--- src/decode_pkg.sv ---
package decode_pkg;

    typedef logic [31:0] word_t;
    typedef logic [4:0]  reg_addr_t;

    localparam reg_addr_t reg_zero = 5'd0;
    localparam reg_addr_t link_reg = 5'd31;   // jal destination

    // rt field values that pick the regimm branch
    localparam reg_addr_t rt_bltz = 5'h00;
    localparam reg_addr_t rt_bgez = 5'h01;

    typedef struct packed {
        word_t inst;
        word_t pc;
    } fetch_bus_t;

    typedef struct packed {
        logic      we;
        reg_addr_t addr;
        word_t     data;
    } wb_write_t;

    // one later stage as seen by decode, dest 0 when it writes nothing
    typedef struct packed {
        reg_addr_t dest;
        word_t     result;
    } fwd_src_t;

    typedef enum logic [3:0] {
        alu_add, alu_sub, alu_slt, alu_sltu,
        alu_and, alu_or, alu_xor, alu_nor,
        alu_sll, alu_srl, alu_sra, alu_lui
    } alu_op_e;

    typedef enum logic [1:0] {
        src2_reg, src2_imm_zero, src2_imm_sign
    } src2_sel_e;

    typedef enum logic [2:0] {
        br_none, br_beq, br_bne, br_bgez, br_bltz, br_j, br_jal, br_jr
    } branch_kind_e;

    typedef enum logic [5:0] {
        op_special = 6'h00, op_regimm = 6'h01, op_j     = 6'h02, op_jal   = 6'h03,
        op_beq     = 6'h04, op_bne    = 6'h05, op_addi  = 6'h08, op_addiu = 6'h09,
        op_slti    = 6'h0a, op_sltiu  = 6'h0b, op_andi  = 6'h0c, op_ori   = 6'h0d,
        op_xori    = 6'h0e, op_lui    = 6'h0f, op_lw    = 6'h23, op_sw    = 6'h2b
    } opcode_e;

    typedef enum logic [5:0] {
        fn_sll = 6'h00, fn_srl  = 6'h02, fn_sra = 6'h03, fn_jr  = 6'h08,
        fn_addu = 6'h21, fn_subu = 6'h23, fn_and = 6'h24, fn_or  = 6'h25,
        fn_xor = 6'h26, fn_nor  = 6'h27, fn_slt = 6'h2a, fn_sltu = 6'h2b
    } funct_e;

    typedef struct packed {
        alu_op_e      alu_op;
        logic         src1_is_sa;
        logic         src1_is_pc;
        src2_sel_e    src2_sel;
        logic         src2_is_8;    // link value pc + 8
        logic         gr_we;
        logic         mem_we;
        logic         load_op;
        reg_addr_t    dest;
        logic [15:0]  imm;
        logic         reads_rs;
        logic         reads_rt;
        branch_kind_e branch_kind;
    } decode_ctrl_t;

    localparam decode_ctrl_t ctrl_nop = '{
        alu_op: alu_add, src1_is_sa: 1'b0, src1_is_pc: 1'b0, src2_sel: src2_reg,
        src2_is_8: 1'b0, gr_we: 1'b0, mem_we: 1'b0, load_op: 1'b0,
        dest: reg_zero, imm: 16'h0000, reads_rs: 1'b0, reads_rt: 1'b0,
        branch_kind: br_none
    };

    typedef struct packed {
        decode_ctrl_t ctrl;
        word_t        rs_value;
        word_t        rt_value;
        word_t        pc;
    } issue_bus_t;

    typedef struct packed {
        logic  stall;
        logic  taken;
        word_t target;
    } branch_bus_t;

endpackage

--- src/branch_unit.sv ---
module branch_unit (
    input  logic                     ds_valid,
    input  decode_pkg::decode_ctrl_t ctrl,
    input  decode_pkg::word_t        inst,
    input  decode_pkg::word_t        pc,
    input  decode_pkg::word_t        rs_value,
    input  decode_pkg::word_t        rt_value,
    input  logic                     load_stall,
    output decode_pkg::branch_bus_t  br_bus
);
    import decode_pkg::*;

    word_t seq_pc;      // delay slot address
    word_t br_offset;
    word_t target;
    logic  rs_eq_rt;
    logic  rs_neg;
    logic  cond;
    logic  taken;

    assign seq_pc    = pc + 32'd4;
    assign br_offset = {{14{ctrl.imm[15]}}, ctrl.imm, 2'b00};
    assign rs_eq_rt  = (rs_value == rt_value);
    assign rs_neg    = rs_value[31];

    always_comb begin
        case (ctrl.branch_kind)
            br_beq:              cond = rs_eq_rt;
            br_bne:              cond = !rs_eq_rt;
            br_bgez:             cond = !rs_neg;
            br_bltz:             cond = rs_neg;
            br_j, br_jal, br_jr: cond = 1'b1;
            default:             cond = 1'b0;
        endcase
    end

    always_comb begin
        case (ctrl.branch_kind)
            br_beq, br_bne, br_bgez, br_bltz: target = seq_pc + br_offset;
            br_j, br_jal: target = {seq_pc[31:28], inst[25:0], 2'b00};  // 256 MB region
            br_jr:        target = rs_value;
            default:      target = seq_pc;
        endcase
    end

    assign taken  = ds_valid && cond;
    // fetch must not redirect on stale operands
    assign br_bus = '{stall: load_stall && taken, taken: taken, target: target};

endmodule

--- src/id_pipe_reg.sv ---
module id_pipe_reg (
    input  logic                   clk,
    input  logic                   reset,
    input  logic                   flush,
    input  logic                   fs_to_ds_valid,
    input  logic                   ds_allowin,
    input  decode_pkg::fetch_bus_t fs_to_ds_bus,
    output logic                   ds_valid,
    output decode_pkg::fetch_bus_t ds_bus
);
    import decode_pkg::*;

    logic accept;

    // fetch hands over an instruction this edge
    assign accept = fs_to_ds_valid && ds_allowin && !flush;

    always_ff @(posedge clk) begin
        if (reset || flush) begin
            ds_valid <= 1'b0;            // flush wins over a load
        end else if (ds_allowin) begin
            ds_valid <= fs_to_ds_valid;  // empties when fetch has nothing
        end
    end

    // instruction and pc, only loaded on a real transfer
    always_ff @(posedge clk) begin
        if (accept) begin
            ds_bus <= fs_to_ds_bus;
        end
    end

endmodule

--- src/id_stage.sv ---
module id_stage (
    input  logic                    clk,
    input  logic                    reset,
    input  logic                    flush,
    input  logic                    fs_to_ds_valid,
    input  decode_pkg::fetch_bus_t  fs_to_ds_bus,
    output logic                    ds_allowin,
    input  logic                    es_allowin,
    output logic                    ds_to_es_valid,
    output decode_pkg::issue_bus_t  ds_to_es_bus,
    output decode_pkg::branch_bus_t br_bus,
    input  decode_pkg::wb_write_t   ws_to_rf_bus,
    input  decode_pkg::fwd_src_t    exe_fwd,
    input  decode_pkg::fwd_src_t    mem_fwd,
    input  decode_pkg::fwd_src_t    wb_fwd,
    input  logic                    es_load_op
);
    import decode_pkg::*;

    logic         ds_valid;
    fetch_bus_t   ds_bus;
    decode_ctrl_t ctrl;
    reg_addr_t    rs;
    reg_addr_t    rt;
    word_t        rf_rs;
    word_t        rf_rt;
    word_t        rs_value;
    word_t        rt_value;
    logic         load_stall;
    logic         ds_ready_go;

    assign rs = ds_bus.inst[25:21];
    assign rt = ds_bus.inst[20:16];

    // handshake with fetch and execute
    assign ds_ready_go    = !load_stall;
    assign ds_allowin     = !ds_valid || (ds_ready_go && es_allowin);
    assign ds_to_es_valid = ds_valid && ds_ready_go;

    id_pipe_reg u_pipe_reg (
        .clk            (clk),
        .reset          (reset),
        .flush          (flush),
        .fs_to_ds_valid (fs_to_ds_valid),
        .ds_allowin     (ds_allowin),
        .fs_to_ds_bus   (fs_to_ds_bus),
        .ds_valid       (ds_valid),
        .ds_bus         (ds_bus)
    );

    inst_decoder u_decoder (
        .inst (ds_bus.inst),
        .ctrl (ctrl)
    );

    regfile u_regfile (
        .clk    (clk),
        .wr     (ws_to_rf_bus),
        .raddr1 (rs),
        .raddr2 (rt),
        .rdata1 (rf_rs),
        .rdata2 (rf_rt)
    );

    operand_forward u_forward (
        .ds_valid   (ds_valid),
        .ctrl       (ctrl),
        .rs         (rs),
        .rt         (rt),
        .rf_rs      (rf_rs),
        .rf_rt      (rf_rt),
        .exe_fwd    (exe_fwd),
        .mem_fwd    (mem_fwd),
        .wb_fwd     (wb_fwd),
        .es_load_op (es_load_op),
        .rs_value   (rs_value),
        .rt_value   (rt_value),
        .load_stall (load_stall)
    );

    branch_unit u_branch (
        .ds_valid   (ds_valid),
        .ctrl       (ctrl),
        .inst       (ds_bus.inst),
        .pc         (ds_bus.pc),
        .rs_value   (rs_value),
        .rt_value   (rt_value),
        .load_stall (load_stall),
        .br_bus     (br_bus)
    );

    assign ds_to_es_bus = '{ctrl: ctrl, rs_value: rs_value, rt_value: rt_value,
                            pc: ds_bus.pc};

endmodule

--- src/inst_decoder.sv ---
module inst_decoder (
    input  decode_pkg::word_t        inst,
    output decode_pkg::decode_ctrl_t ctrl
);
    import decode_pkg::*;

    opcode_e     op;
    funct_e      funct;
    reg_addr_t   rs;
    reg_addr_t   rt;
    reg_addr_t   rd;
    logic [4:0]  sa;
    logic [15:0] imm;

    assign op    = opcode_e'(inst[31:26]);
    assign funct = funct_e'(inst[5:0]);
    assign rs    = inst[25:21];
    assign rt    = inst[20:16];
    assign rd    = inst[15:11];
    assign sa    = inst[10:6];
    assign imm   = inst[15:0];

    // rd <= rs op rt
    function automatic decode_ctrl_t reg_op(alu_op_e alu, reg_addr_t dst);
        decode_ctrl_t c;
        c          = ctrl_nop;
        c.alu_op   = alu;
        c.gr_we    = 1'b1;
        c.dest     = dst;
        c.reads_rs = 1'b1;
        c.reads_rt = 1'b1;
        return c;
    endfunction

    // rd <= rt shifted by sa, rs not read
    function automatic decode_ctrl_t shift_op(alu_op_e alu, reg_addr_t dst);
        decode_ctrl_t c;
        c            = reg_op(alu, dst);
        c.src1_is_sa = 1'b1;
        c.reads_rs   = 1'b0;
        return c;
    endfunction

    // rt <= rs op imm
    function automatic decode_ctrl_t imm_op(alu_op_e alu, src2_sel_e sel, reg_addr_t dst);
        decode_ctrl_t c;
        c          = ctrl_nop;
        c.alu_op   = alu;
        c.src2_sel = sel;
        c.gr_we    = 1'b1;
        c.dest     = dst;
        c.reads_rs = 1'b1;
        return c;
    endfunction

    always_comb begin
        ctrl = ctrl_nop;
        case (op)
            op_special: begin
                case (funct)
                    fn_addu: if (sa == 5'd0) ctrl = reg_op(alu_add, rd);
                    fn_subu: if (sa == 5'd0) ctrl = reg_op(alu_sub, rd);
                    fn_slt:  if (sa == 5'd0) ctrl = reg_op(alu_slt, rd);
                    fn_sltu: if (sa == 5'd0) ctrl = reg_op(alu_sltu, rd);
                    fn_and:  if (sa == 5'd0) ctrl = reg_op(alu_and, rd);
                    fn_or:   if (sa == 5'd0) ctrl = reg_op(alu_or, rd);
                    fn_xor:  if (sa == 5'd0) ctrl = reg_op(alu_xor, rd);
                    fn_nor:  if (sa == 5'd0) ctrl = reg_op(alu_nor, rd);
                    fn_sll:  if (rs == reg_zero) ctrl = shift_op(alu_sll, rd);
                    fn_srl:  if (rs == reg_zero) ctrl = shift_op(alu_srl, rd);
                    fn_sra:  if (rs == reg_zero) ctrl = shift_op(alu_sra, rd);
                    fn_jr: begin
                        if (rt == reg_zero && rd == reg_zero && sa == 5'd0) begin
                            ctrl.reads_rs    = 1'b1;
                            ctrl.branch_kind = br_jr;
                        end
                    end
                    default: ;
                endcase
            end
            op_regimm: begin
                if (rt == rt_bgez || rt == rt_bltz) begin
                    ctrl.reads_rs    = 1'b1;
                    ctrl.branch_kind = (rt == rt_bgez) ? br_bgez : br_bltz;
                end
            end
            op_addiu, op_addi: ctrl = imm_op(alu_add, src2_imm_sign, rt);  // no overflow trap
            op_slti:  ctrl = imm_op(alu_slt, src2_imm_sign, rt);
            op_sltiu: ctrl = imm_op(alu_sltu, src2_imm_sign, rt);
            op_andi:  ctrl = imm_op(alu_and, src2_imm_zero, rt);
            op_ori:   ctrl = imm_op(alu_or, src2_imm_zero, rt);
            op_xori:  ctrl = imm_op(alu_xor, src2_imm_zero, rt);
            op_lui: begin
                if (rs == reg_zero) begin
                    ctrl          = imm_op(alu_lui, src2_imm_zero, rt);
                    ctrl.reads_rs = 1'b0;
                end
            end
            op_lw: begin
                ctrl         = imm_op(alu_add, src2_imm_sign, rt);
                ctrl.load_op = 1'b1;
            end
            op_sw: begin
                ctrl          = imm_op(alu_add, src2_imm_sign, reg_zero);
                ctrl.gr_we    = 1'b0;
                ctrl.mem_we   = 1'b1;
                ctrl.reads_rt = 1'b1;   // store data
            end
            op_beq, op_bne: begin
                ctrl.reads_rs    = 1'b1;
                ctrl.reads_rt    = 1'b1;
                ctrl.branch_kind = (op == op_beq) ? br_beq : br_bne;
            end
            op_j: ctrl.branch_kind = br_j;
            op_jal: begin
                ctrl.src1_is_pc  = 1'b1;
                ctrl.src2_is_8   = 1'b1;
                ctrl.gr_we       = 1'b1;
                ctrl.dest        = link_reg;
                ctrl.branch_kind = br_jal;
            end
            default: ;
        endcase
        ctrl.imm = imm;  // raw field, each consumer extends it
    end

endmodule

--- src/operand_forward.sv ---
module operand_forward (
    input  logic                     ds_valid,
    input  decode_pkg::decode_ctrl_t ctrl,
    input  decode_pkg::reg_addr_t    rs,
    input  decode_pkg::reg_addr_t    rt,
    input  decode_pkg::word_t        rf_rs,
    input  decode_pkg::word_t        rf_rt,
    input  decode_pkg::fwd_src_t     exe_fwd,
    input  decode_pkg::fwd_src_t     mem_fwd,
    input  decode_pkg::fwd_src_t     wb_fwd,
    input  logic                     es_load_op,
    output decode_pkg::word_t        rs_value,
    output decode_pkg::word_t        rt_value,
    output logic                     load_stall
);
    import decode_pkg::*;

    logic exe_rs;
    logic exe_rt;

    // source really read, not r0, and written by that stage
    function automatic logic hit(logic used, reg_addr_t src, fwd_src_t stage);
        return used && (src != reg_zero) && (src == stage.dest);
    endfunction

    // youngest producer first
    function automatic word_t pick(logic used, reg_addr_t src, word_t rf_val,
                                   fwd_src_t exe, fwd_src_t mem, fwd_src_t wb);
        word_t v;
        if (hit(used, src, exe)) begin
            v = exe.result;
        end else if (hit(used, src, mem)) begin
            v = mem.result;
        end else if (hit(used, src, wb)) begin
            v = wb.result;   // covers the regfile write in this cycle
        end else begin
            v = rf_val;
        end
        return v;
    endfunction

    assign rs_value = pick(ctrl.reads_rs, rs, rf_rs, exe_fwd, mem_fwd, wb_fwd);
    assign rt_value = pick(ctrl.reads_rt, rt, rf_rt, exe_fwd, mem_fwd, wb_fwd);

    assign exe_rs = hit(ctrl.reads_rs, rs, exe_fwd);
    assign exe_rt = hit(ctrl.reads_rt, rt, exe_fwd);

    // load data not ready before MEM
    assign load_stall = ds_valid && es_load_op && (exe_rs || exe_rt);

endmodule

--- src/regfile.sv ---
module regfile (
    input  logic                  clk,
    input  decode_pkg::wb_write_t wr,
    input  decode_pkg::reg_addr_t raddr1,
    input  decode_pkg::reg_addr_t raddr2,
    output decode_pkg::word_t     rdata1,
    output decode_pkg::word_t     rdata2
);
    import decode_pkg::*;

    word_t rf [32];

    // r0 is never written
    always_ff @(posedge clk) begin
        if (wr.we && wr.addr != reg_zero) begin
            rf[wr.addr] <= wr.data;
        end
    end

    // asynchronous reads, old value during the write cycle
    assign rdata1 = (raddr1 == reg_zero) ? '0 : rf[raddr1];
    assign rdata2 = (raddr2 == reg_zero) ? '0 : rf[raddr2];

endmodule

--- config.mk ---
export PLATFORM = sky130hd
export DESIGN_NAME = id_stage
export DESIGN_NICKNAME = d
export VERILOG_FILES = /design/src/decode_pkg.sv /design/src/branch_unit.sv /design/src/id_pipe_reg.sv /design/src/id_stage.sv /design/src/inst_decoder.sv /design/src/operand_forward.sv /design/src/regfile.sv
export SDC_FILE = /design/constraint.sdc
export NUM_CORES = 2
export LEC_CHECK = 0
export BUFFER_PORTS_ARGS = -buffer_cell sky130_fd_sc_hd__buf_4
export CORE_UTILIZATION = 43
export DETAILED_ROUTE_END_ITERATION = 10
export GPL_TIMING_DRIVEN = 1
export PLACE_DENSITY = 0.63
export SETUP_SLACK_MARGIN = 0.15
export SYNTH_ARGS = -nofsm -noshare
export SYNTH_HDL_FRONTEND = slang
export SYNTH_SLANG_ARGS = --single-unit
--- constraint.sdc ---
create_clock -name clk -period 16.7 [get_ports clk]
set_clock_uncertainty 0.2 [all_clocks]
set_input_delay 1.67 -clock clk [delete_from_list [all_inputs] [get_ports clk]]
set_output_delay 1.67 -clock clk [all_outputs]
set_load 0.02 [all_outputs]
# --- Word level (Yosys, flattened, before mapping) ---
# Memories as Yosys holds them, arrays and structs flattened. A register that Yosys moved wholly into a read port is not among the register bits.
# Index checks and enable logic that the tools add are counted.
totals:
  regBits: 65
  ramBits: 1024
  inputBits: 219
  output_inout_bits: 170
  wordCells: 138
  memories: 1
mem_list:
  columns: ["memory", "words", "word_bits", "rd", "rd_ports_with_merged_regs", "wr", "line", "rtl"]
  rows:
  - ["u_regfile.rf", 32, 32, 2, 2, 1, "regfile.sv:11", "word_t rf [32];"]
op_classes:
  add_sub_neg: 2
  n_eq_ne: 41
  muxes: 45
  n_reduce_logical: 46
op_table:
  columns: ["op", "n"]
  rows:
  - ["33-bit case mux with 11 select lines", 1]
  - ["32-bit two-way mux", 8]
  - ["38-bit two-way mux", 4]
  - ["37-bit two-way mux", 4]
  - ["32-bit case mux with 3 select lines", 1]
  - ["36-bit two-way mux", 2]
  - ["6-bit == test (second input constant)", 10]
  - ["6-bit by 4-bit == test with 1-bit output (second input constant)", 9]
  - ["3-bit case mux with 12 select lines", 1]
  - ["35-bit two-way mux", 1]
  - ["5-bit case mux with 7 select lines", 1]
  - ["32-bit by 3-bit adder with 32-bit output (second input constant)", 1]
  - ["32-bit adder", 1]
  - ["32-bit == test", 1]
  - ["5-bit == test", 6]
  - ["29-bit two-way mux", 1]
  - ["6-bit by 2-bit == test with 1-bit output (second input constant)", 4]
  - ["2-bit case mux with 4 select lines", 3]
  - ["5-bit logical NOT", 4]
  - ["5-bit case mux with 4 select lines", 1]
  - ["1-bit logical AND", 19]
  - ["3-bit case mux with 6 select lines", 1]
  - ["5-bit nonzero test", 3]
  - ["3-bit == test (second input constant)", 4]
  - ["other kinds (23)", 43]

# --- Longest topological paths before layout ---
depth:
  ltp_word: 16
  mapped_depth: 22
  mapped_depth_nobuf: 22

# --- By module ---
# Synthesis repeated with hierarchy kept, for this count alone.
unflattened:
  cells_unflattened: 3510
  hier_area_um2: 56013.7
modules_own_cells:
  columns: ["module", "instances", "cells_per_inst", "area_each_um2", "seq_area_each_um2"]
  rows:
  - ["regfile", 1, 2399, 46977.6, 30749.5]
  - ["branch_unit", 1, 612, 4061.4, 0.0]
  - ["operand_forward", 1, 308, 2240.9, 0.0]
  - ["id_pipe_reg", 1, 69, 1968.1, 1941.9]
  - ["inst_decoder", 1, 119, 750.7, 0.0]
  - ["id_stage", 1, 3, 15.0, 0.0]

# --- Worst setup path after synthesis ---
# Ideal clock, no wire load.
synth_timing:
  path_type: "input to output"
  from: "in wb_fwd[35] in the netlist's numbering"
  to: "out br_bus[33] in the netlist's numbering"
  arrival_ns: 5.137
  required_ns: 14.830
  path_slack_ns: 9.693
  path_stages: 13
  path_buffers: 1
  cell_sequence: "xnor2_1 -> nand3_1 -> nor3_1 -> clkbuf_1 -> o2111ai_1 -> o211a_1 -> o31ai_1 -> xnor2_1 -> nand2_1 -> or4_1 -> nor4_2 -> a31oi_1 -> a21oi_1"
synth_lines:
  columns: ["element", "line", "rtl"]
  rows:
  - ["start: declaration", "id_stage.sv:15", "input decode_pkg::fwd_src_t wb_fwd,"]
  - ["end: declaration", "id_stage.sv:11", "output decode_pkg::branch_bus_t br_bus,"]

==> flow_summary.toml <==
[outcome]
run_status = "complete, no violations"

[synthesis]
synth_edf_count = 1088
synth.yosys.warnings = 0
async_flop_share_pct = 0
syn_area_mm2 = 0.0564
synth.avg_cell_area_um2 = 15.9
ys_dominant_reg_cell = "sky130_fd_sc_hd__edfxtp_1"
yosys_register_bits = 1099
seq_area_frac_synth_pct = 58.3
syn-instance-count = 3547
synth_cell_type_count = 89

[grt]
grt.overflow.total = 0
grt.met1_usage_pct = 39.2
gr-usage-met2_pct = 50.3
number_of_global_route_vias_before_repair = 37741
grt_max_degree = 101
globalRouteTotalUtil_pct = 31.6
antenna_violations_before_repair = 13
grt_first_pass_wirelength_um = 293000
globalRoute.busiestLayer = "met2"
grtUsageMet3_pct = 8.44

[floorplan]
dieHeight_um = 364
std_cell_rows = 132
fp.coreArea_mm2 = 0.130
initial_utilization_pct = 43.4
ioPinCount = 389
chipWidth_um = 364
die-area_mm2 = 0.133

[worst_hold_path]
min_path_type = "register to register"

[setup_path]
data_required_critical_path_ps = 14830
criticalPathCategory = "register to output port"
cp_data_arrival_time_ps = 7490
critical_path.max_fanout = 40
crit_path_start_kind = "register"
timing.critical_path.to_type = "output port"

[placement]
gpl.final_weighted_congestion = 0.985
dp_hpwl_um = 134000
place_worst_setup_slack_ps = 8190
port-buffer-count = 388

[power_and_ir_drop]
clock_power_share_pct = 39.0
cellPowerDensity_mw_per_mm2 = 105
p_sw_share_pct = 26.2
ir_worst_vdd_mv = 0.0805
p_comb_share_pct = 15.0
power_report.internal_total_uw = 5020
power.net_switching_uw = 1780
p_leak_uw = 0.0220
p_seq_share_pct = 46.0

[clock_tree]
post-cts-setup-buffer-count = 0
cts-buffers-inserted = 116
clk_pin_slew_worst_paths_ps = 60
cts_buffer_depth = 3
clock_latency_ps = 730
cts_hold_buffers_added = 0
cts_root_buf = "sky130_fd_sc_hd__clkbuf_16"
tritoncts_num_sinks = 1099
clock_tree.htree_level_count = 3
tritoncts = "built"
postCtsResizedCells = 0

[route]
detailroute.via_count = 38572
drc = 0
detail_route.vias_per_cell = 6.73
finalWirelength_um = 213000
wl_per_cell_um = 37.1
detail_route_antenna_nets = 0
total_iterations_of_the_first_detailed_routing_run = 7
initialDrtViolationCount = 5462

[cells_and_area]
final_nets = 4135
final.fill_count = 10754
mostFrequentLayoutCells = "sky130_fd_sc_hd__edfxtp_1 (1,088), sky130_fd_sc_hd__buf_4 (491), sky130_fd_sc_hd__mux4_2 (482)"
final_layout_size_suffix_gt1_share_pct = 31.4
layout_commonest_cell = "sky130_fd_sc_hd__edfxtp_1"
layout.core_utilization_pct = 50.1
areaGrowthSynthToFinish_pct = 15.4

[sta]
max_freq_mhz = 107
final.min_clock_period_ps = 9360
final_hold_violating_endpoints = 0
relSlewSlack_pct = 3.34
post-route-worst-setup-slack_ps = 7340
worstMarginPinSlew_ps = 1440
timing.final.crit_share_pct = 56.0
slew_viol_final = 0
final-setup-viol-count = 0
finalSetupTns_ps = 0
rsz0062_at_grt = "no"

[run]
number_of_maximum_capacitance_constraint_violations = 0
[worst max-delay path: stages, from the launching register on]
cell	delay (ps)
sky130_fd_sc_hd__dfxtp_4	860
sky130_fd_sc_hd__buf_4	800
sky130_fd_sc_hd__buf_4	570
sky130_fd_sc_hd__mux4_2	360
sky130_fd_sc_hd__mux2i_1	80
sky130_fd_sc_hd__a21oi_1	160
sky130_fd_sc_hd__nand3_1	140
sky130_fd_sc_hd__o211a_1	230
sky130_fd_sc_hd__o31ai_1	1120
sky130_fd_sc_hd__xnor2_1	200
sky130_fd_sc_hd__nand4_1	360
sky130_fd_sc_hd__or4_1	640
sky130_fd_sc_hd__nor4_2	260
sky130_fd_sc_hd__a21oi_1	100
sky130_fd_sc_hd__a31oi_1	410
sky130_fd_sc_hd__a21oi_1	160
sky130_fd_sc_hd__buf_4	180
[metrics by stage]
stage	hold slack [ps]	cells	area, um2	power, uW
after floorplan	426	3578	56500	3760
after global placement	570	5509	61200	4190
after detailed placement	561	5509	61200	4190
after CTS	590	5727	65100	6810
after global routing	611	5730	65100	6970
final	605	5735	65100	6810
[state kept, by name, indices dropped and copies added, names as in the netlist, named ones only]
| name | cells |
|---|---|
| u_pipe_reg.ds_valid | 1 |
| u_pipe_reg.ds_bus | 64 |
| u_regfile.rf | 1024 |
[cell families (layout without fill, tap and decap cells)]
kind of cell | after synthesis | in the layout | synth area share, %
multiplexers | 706 | 706 | 23.3
flip-flops | 1099 | 1099 | 58.3
other | 1 | 40 | 0.00665
buffers and inverters | 342 | 749 | 2.98
AND/OR/NAND/NOR | 618 | 618 | 5.07
adder cells (fa/ha/maj) | 31 | 31 | 0.701
AO/OA/AOI/OAI | 638 | 638 | 7.91
XOR/XNOR | 112 | 112 | 1.74
[power by group through the flow]
stage,registers [uW],clock network (uW),logic [uW]
after floorplan,3150,0,601
after global placement,3190,0,998
after detailed placement,3190,0,1000
after CTS,3130,2680,1000
after global routing,3140,2780,1060
final,3130,2650,1020
[cell usage after synthesis, drive strengths merged, types with 43 or more instances]
cell type  count  area share (%)
a21oi        119             1.1
xnor2         68             1.1
nor3          43            0.40
a211oi        45            0.62
mux2i        201             3.6
o21ai         92            0.82
mux4         482              19
buf          202             2.0
nand2        201             1.3
a22oi         95             1.3
nand3         67            0.59
edfxtp      1088              58
clkbuf       103            0.69
nor2         172             1.1
xor2          44            0.68
[cell type report]
class / instances / area [um2] / area share, %
diodes: 8 / 20.0 / 0.0308
clock buffers: 136 / 3020 / 4.64
clock inverters: 82 / 846 / 1.30
inverters: 37 / 139 / 0.213
multi-input cells: 2137 / 22200 / 34.2
flip-flops and latches: 1099 / 32900 / 50.6
well taps: 1742 / 2180 / 3.35
repair buffers: 494 / 3750 / 5.75
[routing by layer]
metal	vias up	wire length [um]
met4	6	13000
met3	559	24500
met5	-	46
met1	20037	75800
li1	15303	-
met2	2667	99400
[worst paths after layout]
kind / startpoint / endpoint / slack, ps / cells past startpoint
setup / recovery: register / br_bus[33] / 7340 / 16
hold / removal: u_pipe_reg.ds_bus[54] / register / 610 / 1
setup reg to reg: u_pipe_reg.ds_bus[50] / u_pipe_reg.ds_bus[10] / 11080 / 13
hold reg to reg: u_pipe_reg.ds_bus[54] / register / 610 / 1
No activity file was read; power rests on OpenSTA's default activity.
